`config.mk`:
```
export PLATFORM = sky130hd
export DESIGN_NAME = cpuTop
export DESIGN_NICKNAME = d
export VERILOG_FILES = /design/src/logic/cpuPkg.sv /design/src/logic/memBus.sv /design/src/logic/cpuTop.sv /design/src/logic/unifiedMemory.sv /design/src/logic/memArbiter.sv /design/src/logic/datapath.sv /design/src/logic/controlUnit.sv /design/src/logic/alu.sv /design/src/logic/regFile.sv
export VERILOG_INCLUDE_DIRS = /design/src /design/src/logic
export SDC_FILE = /design/constraint.sdc
export NUM_CORES = 2
export LEC_CHECK = 0
export ABC_CLOCK_PERIOD_IN_PS = 11960
export BUFFER_PORTS_ARGS = -buffer_cell sky130_fd_sc_hd__buf_4
export CAP_MARGIN = 0
export CELL_PAD_IN_SITES_DETAIL_PLACEMENT = 1
export CELL_PAD_IN_SITES_GLOBAL_PLACEMENT = 2
export CORE_ASPECT_RATIO = 0.9
export CORE_MARGIN = 2
export CORE_UTILIZATION = 53
export CTS_BUF_LIST = sky130_fd_sc_hd__clkbuf_8
export DETAILED_ROUTE_END_ITERATION = 7
export PLACE_DENSITY_LB_ADDON = 0.3
export REMOVE_ABC_BUFFERS = 1
export SYNTH_ARGS = -nofsm -noshare
export SYNTH_HDL_FRONTEND = slang
export SYNTH_HIERARCHICAL = 1
export SYNTH_MEMORY_MAX_BITS = 65536
export SYNTH_SLANG_ARGS = --single-unit
```
`constraint.sdc`:
```
create_clock -name clk -period 11.96 [get_ports clk]
set_input_delay 2.99 -clock clk [delete_from_list [all_inputs] [get_ports clk]]
set_output_delay 2.99 -clock clk [all_outputs]
set_load 0.01 [all_outputs]
```
`src/logic/cpu_defines.svh`:
```
`ifndef CPU_DEFINES_SVH
`define CPU_DEFINES_SVH

// data word width.
`define WORD_WIDTH 16

// memory address width, 256 words.
`define ADDR_WIDTH 8

// general register count.
`define REG_COUNT 4

// words in the unified memory.
`define MEM_DEPTH 256

// request buffer entries per arbiter port.
`define PORT_CREDITS 2

`endif
```
`src/logic/cpuPkg.sv`:
```
`include "cpu_defines.svh"

package cpuPkg;

    typedef logic [`WORD_WIDTH-1:0] word_t;
    typedef logic [`ADDR_WIDTH-1:0] addr_t;
    typedef logic [$clog2(`REG_COUNT)-1:0] regIdx_t;
    typedef logic [3:0] opcode_t;
    typedef logic [5:0] func_t;
    typedef logic [$clog2(`PORT_CREDITS + 1)-1:0] credit_t;

    // instruction opcodes.
    localparam opcode_t OP_BNE = 4'd0;
    localparam opcode_t OP_BEQ = 4'd1;
    localparam opcode_t OP_BGZ = 4'd2;
    localparam opcode_t OP_BLZ = 4'd3;
    localparam opcode_t OP_ADI = 4'd4;
    localparam opcode_t OP_ORI = 4'd5;
    localparam opcode_t OP_LHI = 4'd6;
    localparam opcode_t OP_LWD = 4'd7;
    localparam opcode_t OP_SWD = 4'd8;
    localparam opcode_t OP_JMP = 4'd9;
    localparam opcode_t OP_JAL = 4'd10;
    localparam opcode_t OP_RTYPE = 4'd15;

    // r-type function codes; 0 to 7 match the alu encoding.
    localparam func_t FN_SHR = 6'd7;
    localparam func_t FN_JPR = 6'd25;
    localparam func_t FN_JRL = 6'd26;
    localparam func_t FN_HLT = 6'd29;

    // link register for jal and jrl.
    localparam regIdx_t LINK_REG = 2'd2;

    typedef enum logic [3:0] {
        ALU_ADD = 4'd0,
        ALU_SUB = 4'd1,
        ALU_AND = 4'd2,
        ALU_OR = 4'd3,
        ALU_NOT = 4'd4,
        ALU_TCP = 4'd5,
        ALU_SHL = 4'd6,
        ALU_SHR = 4'd7,
        ALU_LHI = 4'd8
    } aluOp_t;

    typedef enum logic [2:0] {
        IDLE,
        FETCH,
        WAITI,
        EXEC,
        WAITD,
        HALT
    } coreState_t;

    typedef struct packed {
        logic jump;
        logic branch;
        logic memToReg;
        logic memRead;
        logic memWrite;
        logic regDst;
        logic regWrite;
        aluOp_t aluOp;
        logic aluSrc;
        logic link;
        logic halt;
    } ctrl_t;

endpackage

```
`src/logic/memBus.sv`:
```
`timescale 1ns/1ps

interface memBus;
    import cpuPkg::*;

    logic reqValid;
    logic reqWrite;
    addr_t reqAddr;
    word_t reqData;
    // one pulse per freed buffer entry.
    logic credit;
    logic rspValid;
    word_t rspData;

    modport requester (
        output reqValid, reqWrite, reqAddr, reqData,
        input credit, rspValid, rspData
    );

    modport arbiter (
        input reqValid, reqWrite, reqAddr, reqData,
        output credit, rspValid, rspData
    );

endinterface

```
`src/logic/cpuTop.sv`:
```
`timescale 1ns/1ps

module cpuTop (
    input logic clk,
    input logic rst,
    input logic run,
    input logic hostReqValid,
    input logic hostReqWrite,
    input cpuPkg::addr_t hostReqAddr,
    input cpuPkg::word_t hostReqData,
    output logic hostCredit,
    output logic hostRspValid,
    output cpuPkg::word_t hostRspData,
    output logic halted
);
    import cpuPkg::*;

    memBus coreBus ();
    memBus hostBus ();

    logic memValid;
    logic memWrite;
    addr_t memAddr;
    word_t memWdata;
    word_t memRdata;

    // host pins onto the second arbiter port.
    assign hostBus.reqValid = hostReqValid;
    assign hostBus.reqWrite = hostReqWrite;
    assign hostBus.reqAddr = hostReqAddr;
    assign hostBus.reqData = hostReqData;
    assign hostCredit = hostBus.credit;
    assign hostRspValid = hostBus.rspValid;
    assign hostRspData = hostBus.rspData;

    datapath datapath_inst (
        .clk(clk),
        .rst(rst),
        .run(run),
        .mem(coreBus.requester),
        .halted(halted)
    );

    memArbiter memArbiter_inst (
        .clk(clk),
        .rst(rst),
        .core(coreBus.arbiter),
        .host(hostBus.arbiter),
        .memValid(memValid),
        .memWrite(memWrite),
        .memAddr(memAddr),
        .memWdata(memWdata),
        .memRdata(memRdata)
    );

    unifiedMemory unifiedMemory_inst (
        .clk(clk),
        .valid(memValid),
        .write(memWrite),
        .addr(memAddr),
        .wdata(memWdata),
        .rdata(memRdata)
    );

endmodule

```
`src/logic/unifiedMemory.sv`:
```
`timescale 1ns/1ps
`include "cpu_defines.svh"

module unifiedMemory (
    input logic clk,
    input logic valid,
    input logic write,
    input cpuPkg::addr_t addr,
    input cpuPkg::word_t wdata,
    output cpuPkg::word_t rdata
);
    import cpuPkg::*;

    word_t mem [`MEM_DEPTH];

    // registered read, data valid the next cycle.
    always_ff @(posedge clk) begin
        if (valid) begin
            if (write) begin
                mem[addr] <= wdata;
            end else begin
                rdata <= mem[addr];
            end
        end
    end

endmodule

```
`src/logic/memArbiter.sv`:
```
`timescale 1ns/1ps
`include "cpu_defines.svh"

module memArbiter (
    input logic clk,
    input logic rst,
    memBus.arbiter core,
    memBus.arbiter host,
    output logic memValid,
    output logic memWrite,
    output cpuPkg::addr_t memAddr,
    output cpuPkg::word_t memWdata,
    input cpuPkg::word_t memRdata
);
    import cpuPkg::*;

    localparam int NUM_PORTS = 2;
    localparam int PTR_W = (`PORT_CREDITS > 1) ? $clog2(`PORT_CREDITS) : 1;

    typedef struct packed {
        logic write;
        addr_t addr;
        word_t data;
    } req_t;

    typedef logic [PTR_W-1:0] ptr_t;

    req_t inReq [NUM_PORTS];
    req_t fifo [NUM_PORTS][`PORT_CREDITS];
    ptr_t wrPtr [NUM_PORTS];
    ptr_t rdPtr [NUM_PORTS];
    credit_t count [NUM_PORTS];
    logic [NUM_PORTS-1:0] inValid;
    logic [NUM_PORTS-1:0] notEmpty;
    logic [NUM_PORTS-1:0] grant;
    logic rrPtr;
    logic pick;
    logic rdPending;
    logic rdSrc;

    function automatic ptr_t bump(ptr_t p);
        return (p == ptr_t'(`PORT_CREDITS - 1)) ? '0 : p + 1'b1;
    endfunction

    // port 0 is the core, port 1 the host.
    assign inValid = {host.reqValid, core.reqValid};
    assign inReq[0] = '{core.reqWrite, core.reqAddr, core.reqData};
    assign inReq[1] = '{host.reqWrite, host.reqAddr, host.reqData};

    always_comb begin
        for (int p = 0; p < NUM_PORTS; p++) begin
            notEmpty[p] = count[p] != '0;
        end
    end

    // rrPtr picks the winner only when both ports wait.
    assign pick = notEmpty[0] ? (notEmpty[1] & rrPtr) : 1'b1;
    assign memValid = |notEmpty;
    assign grant = memValid ? (pick ? 2'b10 : 2'b01) : 2'b00;
    assign {memWrite, memAddr, memWdata} = fifo[pick][rdPtr[pick]];

    always_ff @(posedge clk) begin
        for (int p = 0; p < NUM_PORTS; p++) begin
            if (inValid[p]) begin
                fifo[p][wrPtr[p]] <= inReq[p];
            end
        end
    end

    always_ff @(posedge clk) begin
        if (rst) begin
            for (int p = 0; p < NUM_PORTS; p++) begin
                wrPtr[p] <= '0;
                rdPtr[p] <= '0;
                count[p] <= '0;
            end
            rrPtr <= 1'b0;
            rdPending <= 1'b0;
            rdSrc <= 1'b0;
        end else begin
            for (int p = 0; p < NUM_PORTS; p++) begin
                if (inValid[p]) begin
                    wrPtr[p] <= bump(wrPtr[p]);
                end
                if (grant[p]) begin
                    rdPtr[p] <= bump(rdPtr[p]);
                end
                count[p] <= count[p] + credit_t'(inValid[p]) - credit_t'(grant[p]);
            end
            if (memValid) begin
                rrPtr <= ~pick;
            end
            // read data shows up one cycle after the grant.
            rdPending <= memValid && !memWrite;
            rdSrc <= pick;
        end
    end

    assign core.credit = grant[0];
    assign host.credit = grant[1];
    assign core.rspValid = rdPending && !rdSrc;
    assign host.rspValid = rdPending && rdSrc;
    assign core.rspData = memRdata;
    assign host.rspData = memRdata;

endmodule

```
`src/logic/datapath.sv`:
```
`timescale 1ns/1ps
`include "cpu_defines.svh"

module datapath (
    input logic clk,
    input logic rst,
    input logic run,
    memBus.requester mem,
    output logic halted
);
    import cpuPkg::*;

    coreState_t state;
    word_t pc;
    word_t ir;
    credit_t credits;
    ctrl_t ctrl;
    opcode_t opcode;
    regIdx_t rs;
    regIdx_t rt;
    regIdx_t rd;
    regIdx_t wr;
    word_t rdata1;
    word_t rdata2;
    word_t wdata;
    word_t immExt;
    word_t aluB;
    word_t aluResult;
    word_t pcPlus1;
    word_t nextPc;
    logic haveCredit;
    logic memAccess;
    logic issue;
    logic branchTaken;
    logic we;

    assign opcode = ir[15:12];
    assign rs = ir[11:10];
    assign rt = ir[9:8];
    assign rd = ir[7:6];
    assign wr = ctrl.link ? LINK_REG : (ctrl.regDst ? rd : rt);

    // ori zero-extends, everything else sign-extends.
    assign immExt = (opcode == OP_ORI) ? {{(`WORD_WIDTH - 8){1'b0}}, ir[7:0]}
                                       : {{(`WORD_WIDTH - 8){ir[7]}}, ir[7:0]};
    assign aluB = ctrl.aluSrc ? immExt : rdata2;
    assign pcPlus1 = pc + 1'b1;
    assign wdata = ctrl.link ? pcPlus1 : (ctrl.memToReg ? mem.rspData : aluResult);

    // loads write back when their data returns.
    assign we = ctrl.regWrite &&
                ((state == EXEC && !ctrl.memRead) || (state == WAITD && mem.rspValid));

    controlUnit controlUnit_inst (
        .instr(ir),
        .ctrl(ctrl)
    );

    regFile regFile_inst (
        .clk(clk),
        .rst(rst),
        .rs(rs),
        .rt(rt),
        .wr(wr),
        .wdata(wdata),
        .we(we),
        .rdata1(rdata1),
        .rdata2(rdata2)
    );

    alu alu_inst (
        .a(rdata1),
        .b(aluB),
        .op(ctrl.aluOp),
        .result(aluResult)
    );

    always_comb begin
        case (opcode)
            OP_BNE: branchTaken = rdata1 != rdata2;
            OP_BEQ: branchTaken = rdata1 == rdata2;
            OP_BGZ: branchTaken = $signed(rdata1) > 0;
            OP_BLZ: branchTaken = $signed(rdata1) < 0;
            default: branchTaken = 1'b0;
        endcase
    end

    always_comb begin
        if (ctrl.jump) begin
            // jpr and jrl take rs, jmp and jal keep the top pc bits.
            nextPc = (opcode == OP_RTYPE) ? rdata1 : {pc[`WORD_WIDTH-1:12], ir[11:0]};
        end else if (ctrl.branch && branchTaken) begin
            nextPc = pcPlus1 + immExt;
        end else begin
            nextPc = pcPlus1;
        end
    end

    assign haveCredit = credits != '0;
    assign memAccess = ctrl.memRead || ctrl.memWrite;
    assign issue = haveCredit && (state == FETCH || (state == EXEC && memAccess));

    assign mem.reqValid = issue;
    assign mem.reqWrite = (state == EXEC) && ctrl.memWrite;
    assign mem.reqAddr = (state == FETCH) ? pc[`ADDR_WIDTH-1:0] : aluResult[`ADDR_WIDTH-1:0];
    assign mem.reqData = rdata2;
    assign halted = state == HALT;

    always_ff @(posedge clk) begin
        if (rst) begin
            credits <= credit_t'(`PORT_CREDITS);
        end else begin
            credits <= credits - credit_t'(issue) + credit_t'(mem.credit);
        end
    end

    always_ff @(posedge clk) begin
        if (state == WAITI && mem.rspValid) begin
            ir <= mem.rspData;
        end
    end

    always_ff @(posedge clk) begin
        if (rst) begin
            state <= IDLE;
            pc <= '0;
        end else begin
            case (state)
                IDLE: begin
                    // each run starts from address zero.
                    if (run) begin
                        pc <= '0;
                        state <= FETCH;
                    end
                end
                FETCH: begin
                    if (haveCredit) begin
                        state <= WAITI;
                    end
                end
                WAITI: begin
                    if (mem.rspValid) begin
                        state <= EXEC;
                    end
                end
                EXEC: begin
                    if (ctrl.halt) begin
                        state <= HALT;
                    end else if (!memAccess || haveCredit) begin
                        pc <= nextPc;
                        state <= ctrl.memRead ? WAITD : FETCH;
                    end
                end
                WAITD: begin
                    if (mem.rspValid) begin
                        state <= FETCH;
                    end
                end
                HALT: begin
                    if (!run) begin
                        state <= IDLE;
                    end
                end
                default: begin
                    state <= IDLE;
                end
            endcase
        end
    end

endmodule

```
`src/logic/controlUnit.sv`:
```
`timescale 1ns/1ps

module controlUnit (
    input cpuPkg::word_t instr,
    output cpuPkg::ctrl_t ctrl
);
    import cpuPkg::*;

    opcode_t opcode;
    func_t func;

    assign opcode = instr[15:12];
    assign func = instr[5:0];

    always_comb begin
        ctrl = '0;
        ctrl.aluOp = ALU_ADD;
        case (opcode)
            OP_BNE, OP_BEQ, OP_BGZ, OP_BLZ: begin
                ctrl.branch = 1'b1;
            end
            OP_ADI, OP_ORI, OP_LHI: begin
                ctrl.regWrite = 1'b1;
                ctrl.aluSrc = 1'b1;
                if (opcode == OP_ORI) begin
                    ctrl.aluOp = ALU_OR;
                end else if (opcode == OP_LHI) begin
                    ctrl.aluOp = ALU_LHI;
                end
            end
            OP_LWD: begin
                ctrl.memRead = 1'b1;
                ctrl.memToReg = 1'b1;
                ctrl.regWrite = 1'b1;
                ctrl.aluSrc = 1'b1;
            end
            OP_SWD: begin
                ctrl.memWrite = 1'b1;
                ctrl.aluSrc = 1'b1;
            end
            OP_JMP: begin
                ctrl.jump = 1'b1;
            end
            OP_JAL: begin
                ctrl.jump = 1'b1;
                ctrl.link = 1'b1;
                ctrl.regWrite = 1'b1;
            end
            OP_RTYPE: begin
                if (func <= FN_SHR) begin
                    ctrl.regDst = 1'b1;
                    ctrl.regWrite = 1'b1;
                    ctrl.aluOp = aluOp_t'(func[3:0]);
                end else if (func == FN_JPR) begin
                    ctrl.jump = 1'b1;
                end else if (func == FN_JRL) begin
                    ctrl.jump = 1'b1;
                    ctrl.link = 1'b1;
                    ctrl.regWrite = 1'b1;
                end else if (func == FN_HLT) begin
                    ctrl.halt = 1'b1;
                end
            end
            default: begin
                ctrl.aluOp = ALU_ADD;
            end
        endcase
    end

endmodule

```
`src/logic/alu.sv`:
```
`timescale 1ns/1ps

module alu (
    input cpuPkg::word_t a,
    input cpuPkg::word_t b,
    input cpuPkg::aluOp_t op,
    output cpuPkg::word_t result
);
    import cpuPkg::*;

    always_comb begin
        case (op)
            ALU_ADD: begin
                result = a + b;
            end
            ALU_SUB: begin
                result = a - b;
            end
            ALU_AND: begin
                result = a & b;
            end
            ALU_OR: begin
                result = a | b;
            end
            ALU_NOT: begin
                result = ~a;
            end
            ALU_TCP: begin
                result = ~a + 1'b1;
            end
            ALU_SHL: begin
                result = a << 1;
            end
            // arithmetic shift, sign bit kept.
            ALU_SHR: begin
                result = word_t'($signed(a) >>> 1);
            end
            ALU_LHI: begin
                result = {b[7:0], 8'h00};
            end
            default: begin
                result = '0;
            end
        endcase
    end

endmodule

```
`src/logic/regFile.sv`:
```
`timescale 1ns/1ps
`include "cpu_defines.svh"

module regFile (
    input logic clk,
    input logic rst,
    input cpuPkg::regIdx_t rs,
    input cpuPkg::regIdx_t rt,
    input cpuPkg::regIdx_t wr,
    input cpuPkg::word_t wdata,
    input logic we,
    output cpuPkg::word_t rdata1,
    output cpuPkg::word_t rdata2
);
    import cpuPkg::*;

    word_t regs [`REG_COUNT];

    assign rdata1 = regs[rs];
    assign rdata2 = regs[rt];

    always_ff @(posedge clk) begin
        if (rst) begin
            for (int i = 0; i < `REG_COUNT; i++) begin
                regs[i] <= '0;
            end
        end else if (we) begin
            regs[wr] <= wdata;
        end
    end

endmodule

```
==> summary by stage <==
Finish
With fillers left out, the area of the finished cells amounts to 0.189 sq mm. In the final design database the tool counted 8677 nets. Fill cells in the final layout number 26800. The layout cell share with drive strength beyond 1 is 27.1%. The synthesis-to-layout area growth is 11.5%.

Die
The width of the die is 600 um. The overall die area is 0.324 sq mm. After floorplanning, the core was sized to cover 0.317 sq mm.

The floorplan has 196 rows. The number of primary I/O pins is 48. The floorplan step set the die height to 540 um. For this configuration, the core starts out at a cell density of 53.4%.

Clocking
The number of H-tree branching levels is 6. The clock tree buffer depth is 4. The TritonCTS clock tree is built. Post-CTS repair changed the size of 0 cells. The number of clock sinks is 4324. The register clock-pin slew on the reported worst setup and hold paths is 0.06 ns. The clock root buffer is sky130_fd_sc_hd__clkbuf_8. The number of buffers created by CTS is 671. In this run the post-CTS setup repair buffer count came out at 0. The later pin in the worst-skew pair is clocked with a latency of 1.22 ns. The number of hold buffers added after CTS was 0.

Yosys
The sequential-to-total area share from yosys stat is 76.5%. The number of warnings printed during yosys synthesis is 6. Ranked by total cell area, the synthesized netlist is headed by sky130_fd_sc_hd__edfxtp_1, sky130_fd_sc_hd__mux4_2, sky130_fd_sc_hd__a22oi_1. The portion of synthesized cell area occupied by the leading cell type is 76.2%. After synthesis the netlist holds a flip-flop and latch count of 4324. Synthesis produced 8003 cells. Counting instances in the post-synthesis netlist gives the leading cell types as sky130_fd_sc_hd__edfxtp_1, sky130_fd_sc_hd__mux4_2, sky130_fd_sc_hd__a22oi_1. The most numerous cell in the Yosys netlist is sky130_fd_sc_hd__edfxtp_1. sky130_fd_sc_hd__edfxtp_1 takes more of the synthesized area than any other cell. A synthesized cell averages 21.2 sq um. The netlist uses 93 different library cells. The cell area that synthesis handed to floorplanning was 0.169 sq mm. The main flop type after synthesis is sky130_fd_sc_hd__edfxtp_1.

Yosys mapped a number of flops with a built-in enable equal to 4296. After synthesis, the share of flip-flops with an asynchronous set or reset is 0%.

Run status
The flow ran to the end, but the final reports show violations. The checks that failed: capacitance limit, slew limit.

Power
The worst supply voltage drop on vdd is 277 uV. The sequential fraction of design power is 47.5%. Dividing total power by cell area gives a power density of 204 mW/mm^2. The internal portion of the total power is 26600 uW. The clock network fraction of total power is 29.4%.

The power consumption is 38600 uW. The leakage power is 0.0595 uW. Of the total power, combinational logic draws 23.1%. The analysis attributes to net switching a power of 12000 uW. In this run switching power makes up 31.1% of total power.

Global routing
The first-pass GRT wire length is 684000 um. Summed over all layers, the global routing overflow is 0. The global-route total usage across every layer is 29.6%.

The via count of the first global-routing pass is 91500. The maximum number of pins on one net before global-route repair is 206. The initial antenna violation count is 24.

STA
The sum of negative setup slack is 0 ns. The final number of max-transition violations is 90. The total of endpoints with negative setup slack in the final report is 0.

The worst hold slack across all endpoints is 0.542 ns. The final worst clock skew is 0.0718 ns. After layout, the worst setup slack is 4.57 ns. The hold violation count in the final report was 0.

The shortest period the worst path allows is 7.39 ns. For the pin with the worst max-slew slack, the measured transition is 1.69 ns. The part of the cycle the worst path needs is 61.7%. Setup repair after global routing left no endpoint under its margin. For this run, the top clock speed supported by timing is 0.135 GHz. The worst slew margin relative to its limit is -12.6%.

Routing
The average wire per standard cell is 35.6 um. The via count is 88500. After detailed routing, the total wire length is 477000 um.

The number of nets still failing antenna checks after routing is 0. The first detailed-routing pass ran for 6 iterations. Dividing the detail-routed via count by the number of cells gives 6.61.

After the first detailed-routing iteration, the DRC count stood at 12400. After detailed routing, the number of remaining DRC violations is 0.

Placed design
The port buffer count is 47. OpenSTA, run right after detailed placement, puts the worst setup slack at 4.48 ns. The final weighted congestion in routability-driven placement is 0.865.

Summed over all nets, the half-perimeter wirelength after detailed placement is 278000 um. The instance area at placement is 0.177 sq mm.

Hold path
The worst min-delay path startpoint is datapath_inst/credits[1]$_SDFF_PP1_. The capture endpoint of the worst hold path is datapath_inst/credits[1]$_SDFF_PP1_. The worst hold path belongs to the class reg2reg. The instance count along the most critical hold path is 2.

Critical path
The number of cells on the worst reg-to-reg path is 11. The setup check on the worst reg-to-reg path leaves a slack of 4.57 ns. The worst setup path is captured at a flop.

STA classifies the critical path startpoint as a flop. The critical path is of the reg2reg type. The worst register-to-register path begins at memArbiter_inst/count[0][2]$_SDFF_PP0_. In this run the critical register-to-register path is captured at unifiedMemory_inst/rdata[1]$_DFFE_PP_. The maximum fanout count along the critical path is 100. STA puts the critical path data required time at 12.85 ns.

Data on the critical path arrives at its endpoint at 8.27 ns.

Run
The max capacitance violation total is 1.
area by class of cell:
cell class | count | area (sq um) | share of cell area (%)
clock inverter | 516 | 2640 | 1.40
multi-input combinational | 3135 | 38200 | 20.2
tap | 4257 | 5330 | 2.82
timing repair buffer | 443 | 3670 | 1.94
antenna | 11 | 27.5 | 0.0146
clock buffer | 674 | 9280 | 4.91
inverter | 30 | 113 | 0.0597
sequential | 4324 | 130000 | 68.6
routing by layer:
metal  GRT usage (%)  vias up  part of all wire [%]
li1                -    35100                     -
met1            42.3    47200                    39
met2            45.3     5287                    47
met3            6.42      909                    10
met4            11.1       18                   4.0
met5               0        -                 0.025
critical path, cell delays in order, from the launching register on:
cell and delay, ns:
sky130_fd_sc_hd__dfxtp_1 0.36, sky130_fd_sc_hd__o21a_2 0.30, sky130_fd_sc_hd__nor2_8 0.81, sky130_fd_sc_hd__mux2i_4 0.72, sky130_fd_sc_hd__buf_12 0.40, sky130_fd_sc_hd__buf_12 0.52, sky130_fd_sc_hd__buf_12 0.57, sky130_fd_sc_hd__mux4_2 0.63
sky130_fd_sc_hd__a22oi_1 0.55, sky130_fd_sc_hd__a21oi_1 0.17, sky130_fd_sc_hd__o41ai_2 1.23, sky130_fd_sc_hd__nand4_1 0.18
cells in the final DEF, fill, tap and decap left out, drive strengths merged, types with 113 or more instances in the layout:
| cell type | count |
|---|---|
| mux2i | 113 |
| clkinv | 226 |
| inv | 295 |
| a22oi | 527 |
| buf | 443 |
| nand2 | 121 |
| clkbuf | 674 |
| a21oi | 310 |
| edfxtp | 4296 |
| nor2 | 337 |
| mux4 | 1056 |
registers in the layout, indices dropped and copies added, names as in the netlist:
| name | cells |
|---|---|
| memArbiter_inst/rrPtr | 1 |
| memArbiter_inst/fifo | 100 |
| datapath_inst/pc | 16 |
| memArbiter_inst/count | 4 |
| datapath_inst/credits | 2 |
| memArbiter_inst/rdPtr | 2 |
| datapath_inst/state | 3 |
| unifiedMemory_inst/rdata | 16 |
| memArbiter_inst/rdSrc | 1 |
| memArbiter_inst/rdPending | 1 |
| datapath_inst/regFile_inst/regs | 64 |
| unifiedMemory_inst/mem | 4096 |
| memArbiter_inst/wrPtr | 2 |
| datapath_inst/ir | 16 |
how the worst max path moves through the flow:
stage / startpoint / to / slack, ns / cells past startpoint
global placement: memArbiter_inst/count[0][2]$_SDFF_PP0_ / unifiedMemory_inst/rdata[1]$_DFFE_PP_ / 4.56 / 11
CTS: memArbiter_inst/count[0][2]$_SDFF_PP0_ / unifiedMemory_inst/rdata[1]$_DFFE_PP_ / 4.44 / 11
detailed placement: memArbiter_inst/count[0][2]$_SDFF_PP0_ / unifiedMemory_inst/rdata[1]$_DFFE_PP_ / 4.48 / 11
global route: memArbiter_inst/count[0][2]$_SDFF_PP0_ / unifiedMemory_inst/rdata[1]$_DFFE_PP_ / 4.03 / 11
finish: memArbiter_inst/count[0][2]$_SDFF_PP0_ / unifiedMemory_inst/rdata[1]$_DFFE_PP_ / 4.57 / 11
floorplan: memArbiter_inst/rdPtr[0]$_SDFFCE_PP0P_ / unifiedMemory_inst/mem[106][0]$_DFFE_PP_ / -89.52 / 5
cell families (layout without fill, tap and decap cells):
kind of cell	count (synthesis)	after routing	synth area share (%)
AOI/OAI and AO/OA	1099	1099	4.42
xor gates and xnor gates	77	77	0.398
buffers and inverters	544	1663	1.43
DFF	4324	4324	76.5
other	0	11	0
and+or+nand+nor	725	725	2.07
adders and majority gates	44	44	0.332
muxes	1190	1190	14.9
stage by stage:
step           instances  utilization [%]
6_report           13400             59.5
5_1_grt            13400             59.5
4_1_cts            13400             59.5
3_5_place_dp       12200             55.7
3_3_place_gp       12200             55.7
2_1_floorplan       7489                -
power by group through the flow:
| stage | logic, uW | registers, uW | clock network, uW |
|---|---|---|---|
| after global routing | 9310 | 18300 | 12100 |
| after global placement | 8610 | 18600 | 0 |
| final | 8900 | 18300 | 11300 |
| after CTS | 8900 | 18300 | 11500 |
| after floorplan | 8080 | 19200 | 0 |
| after detailed placement | 8880 | 18600 | 0 |
Note: power is estimated with default switching activity, not from simulation.
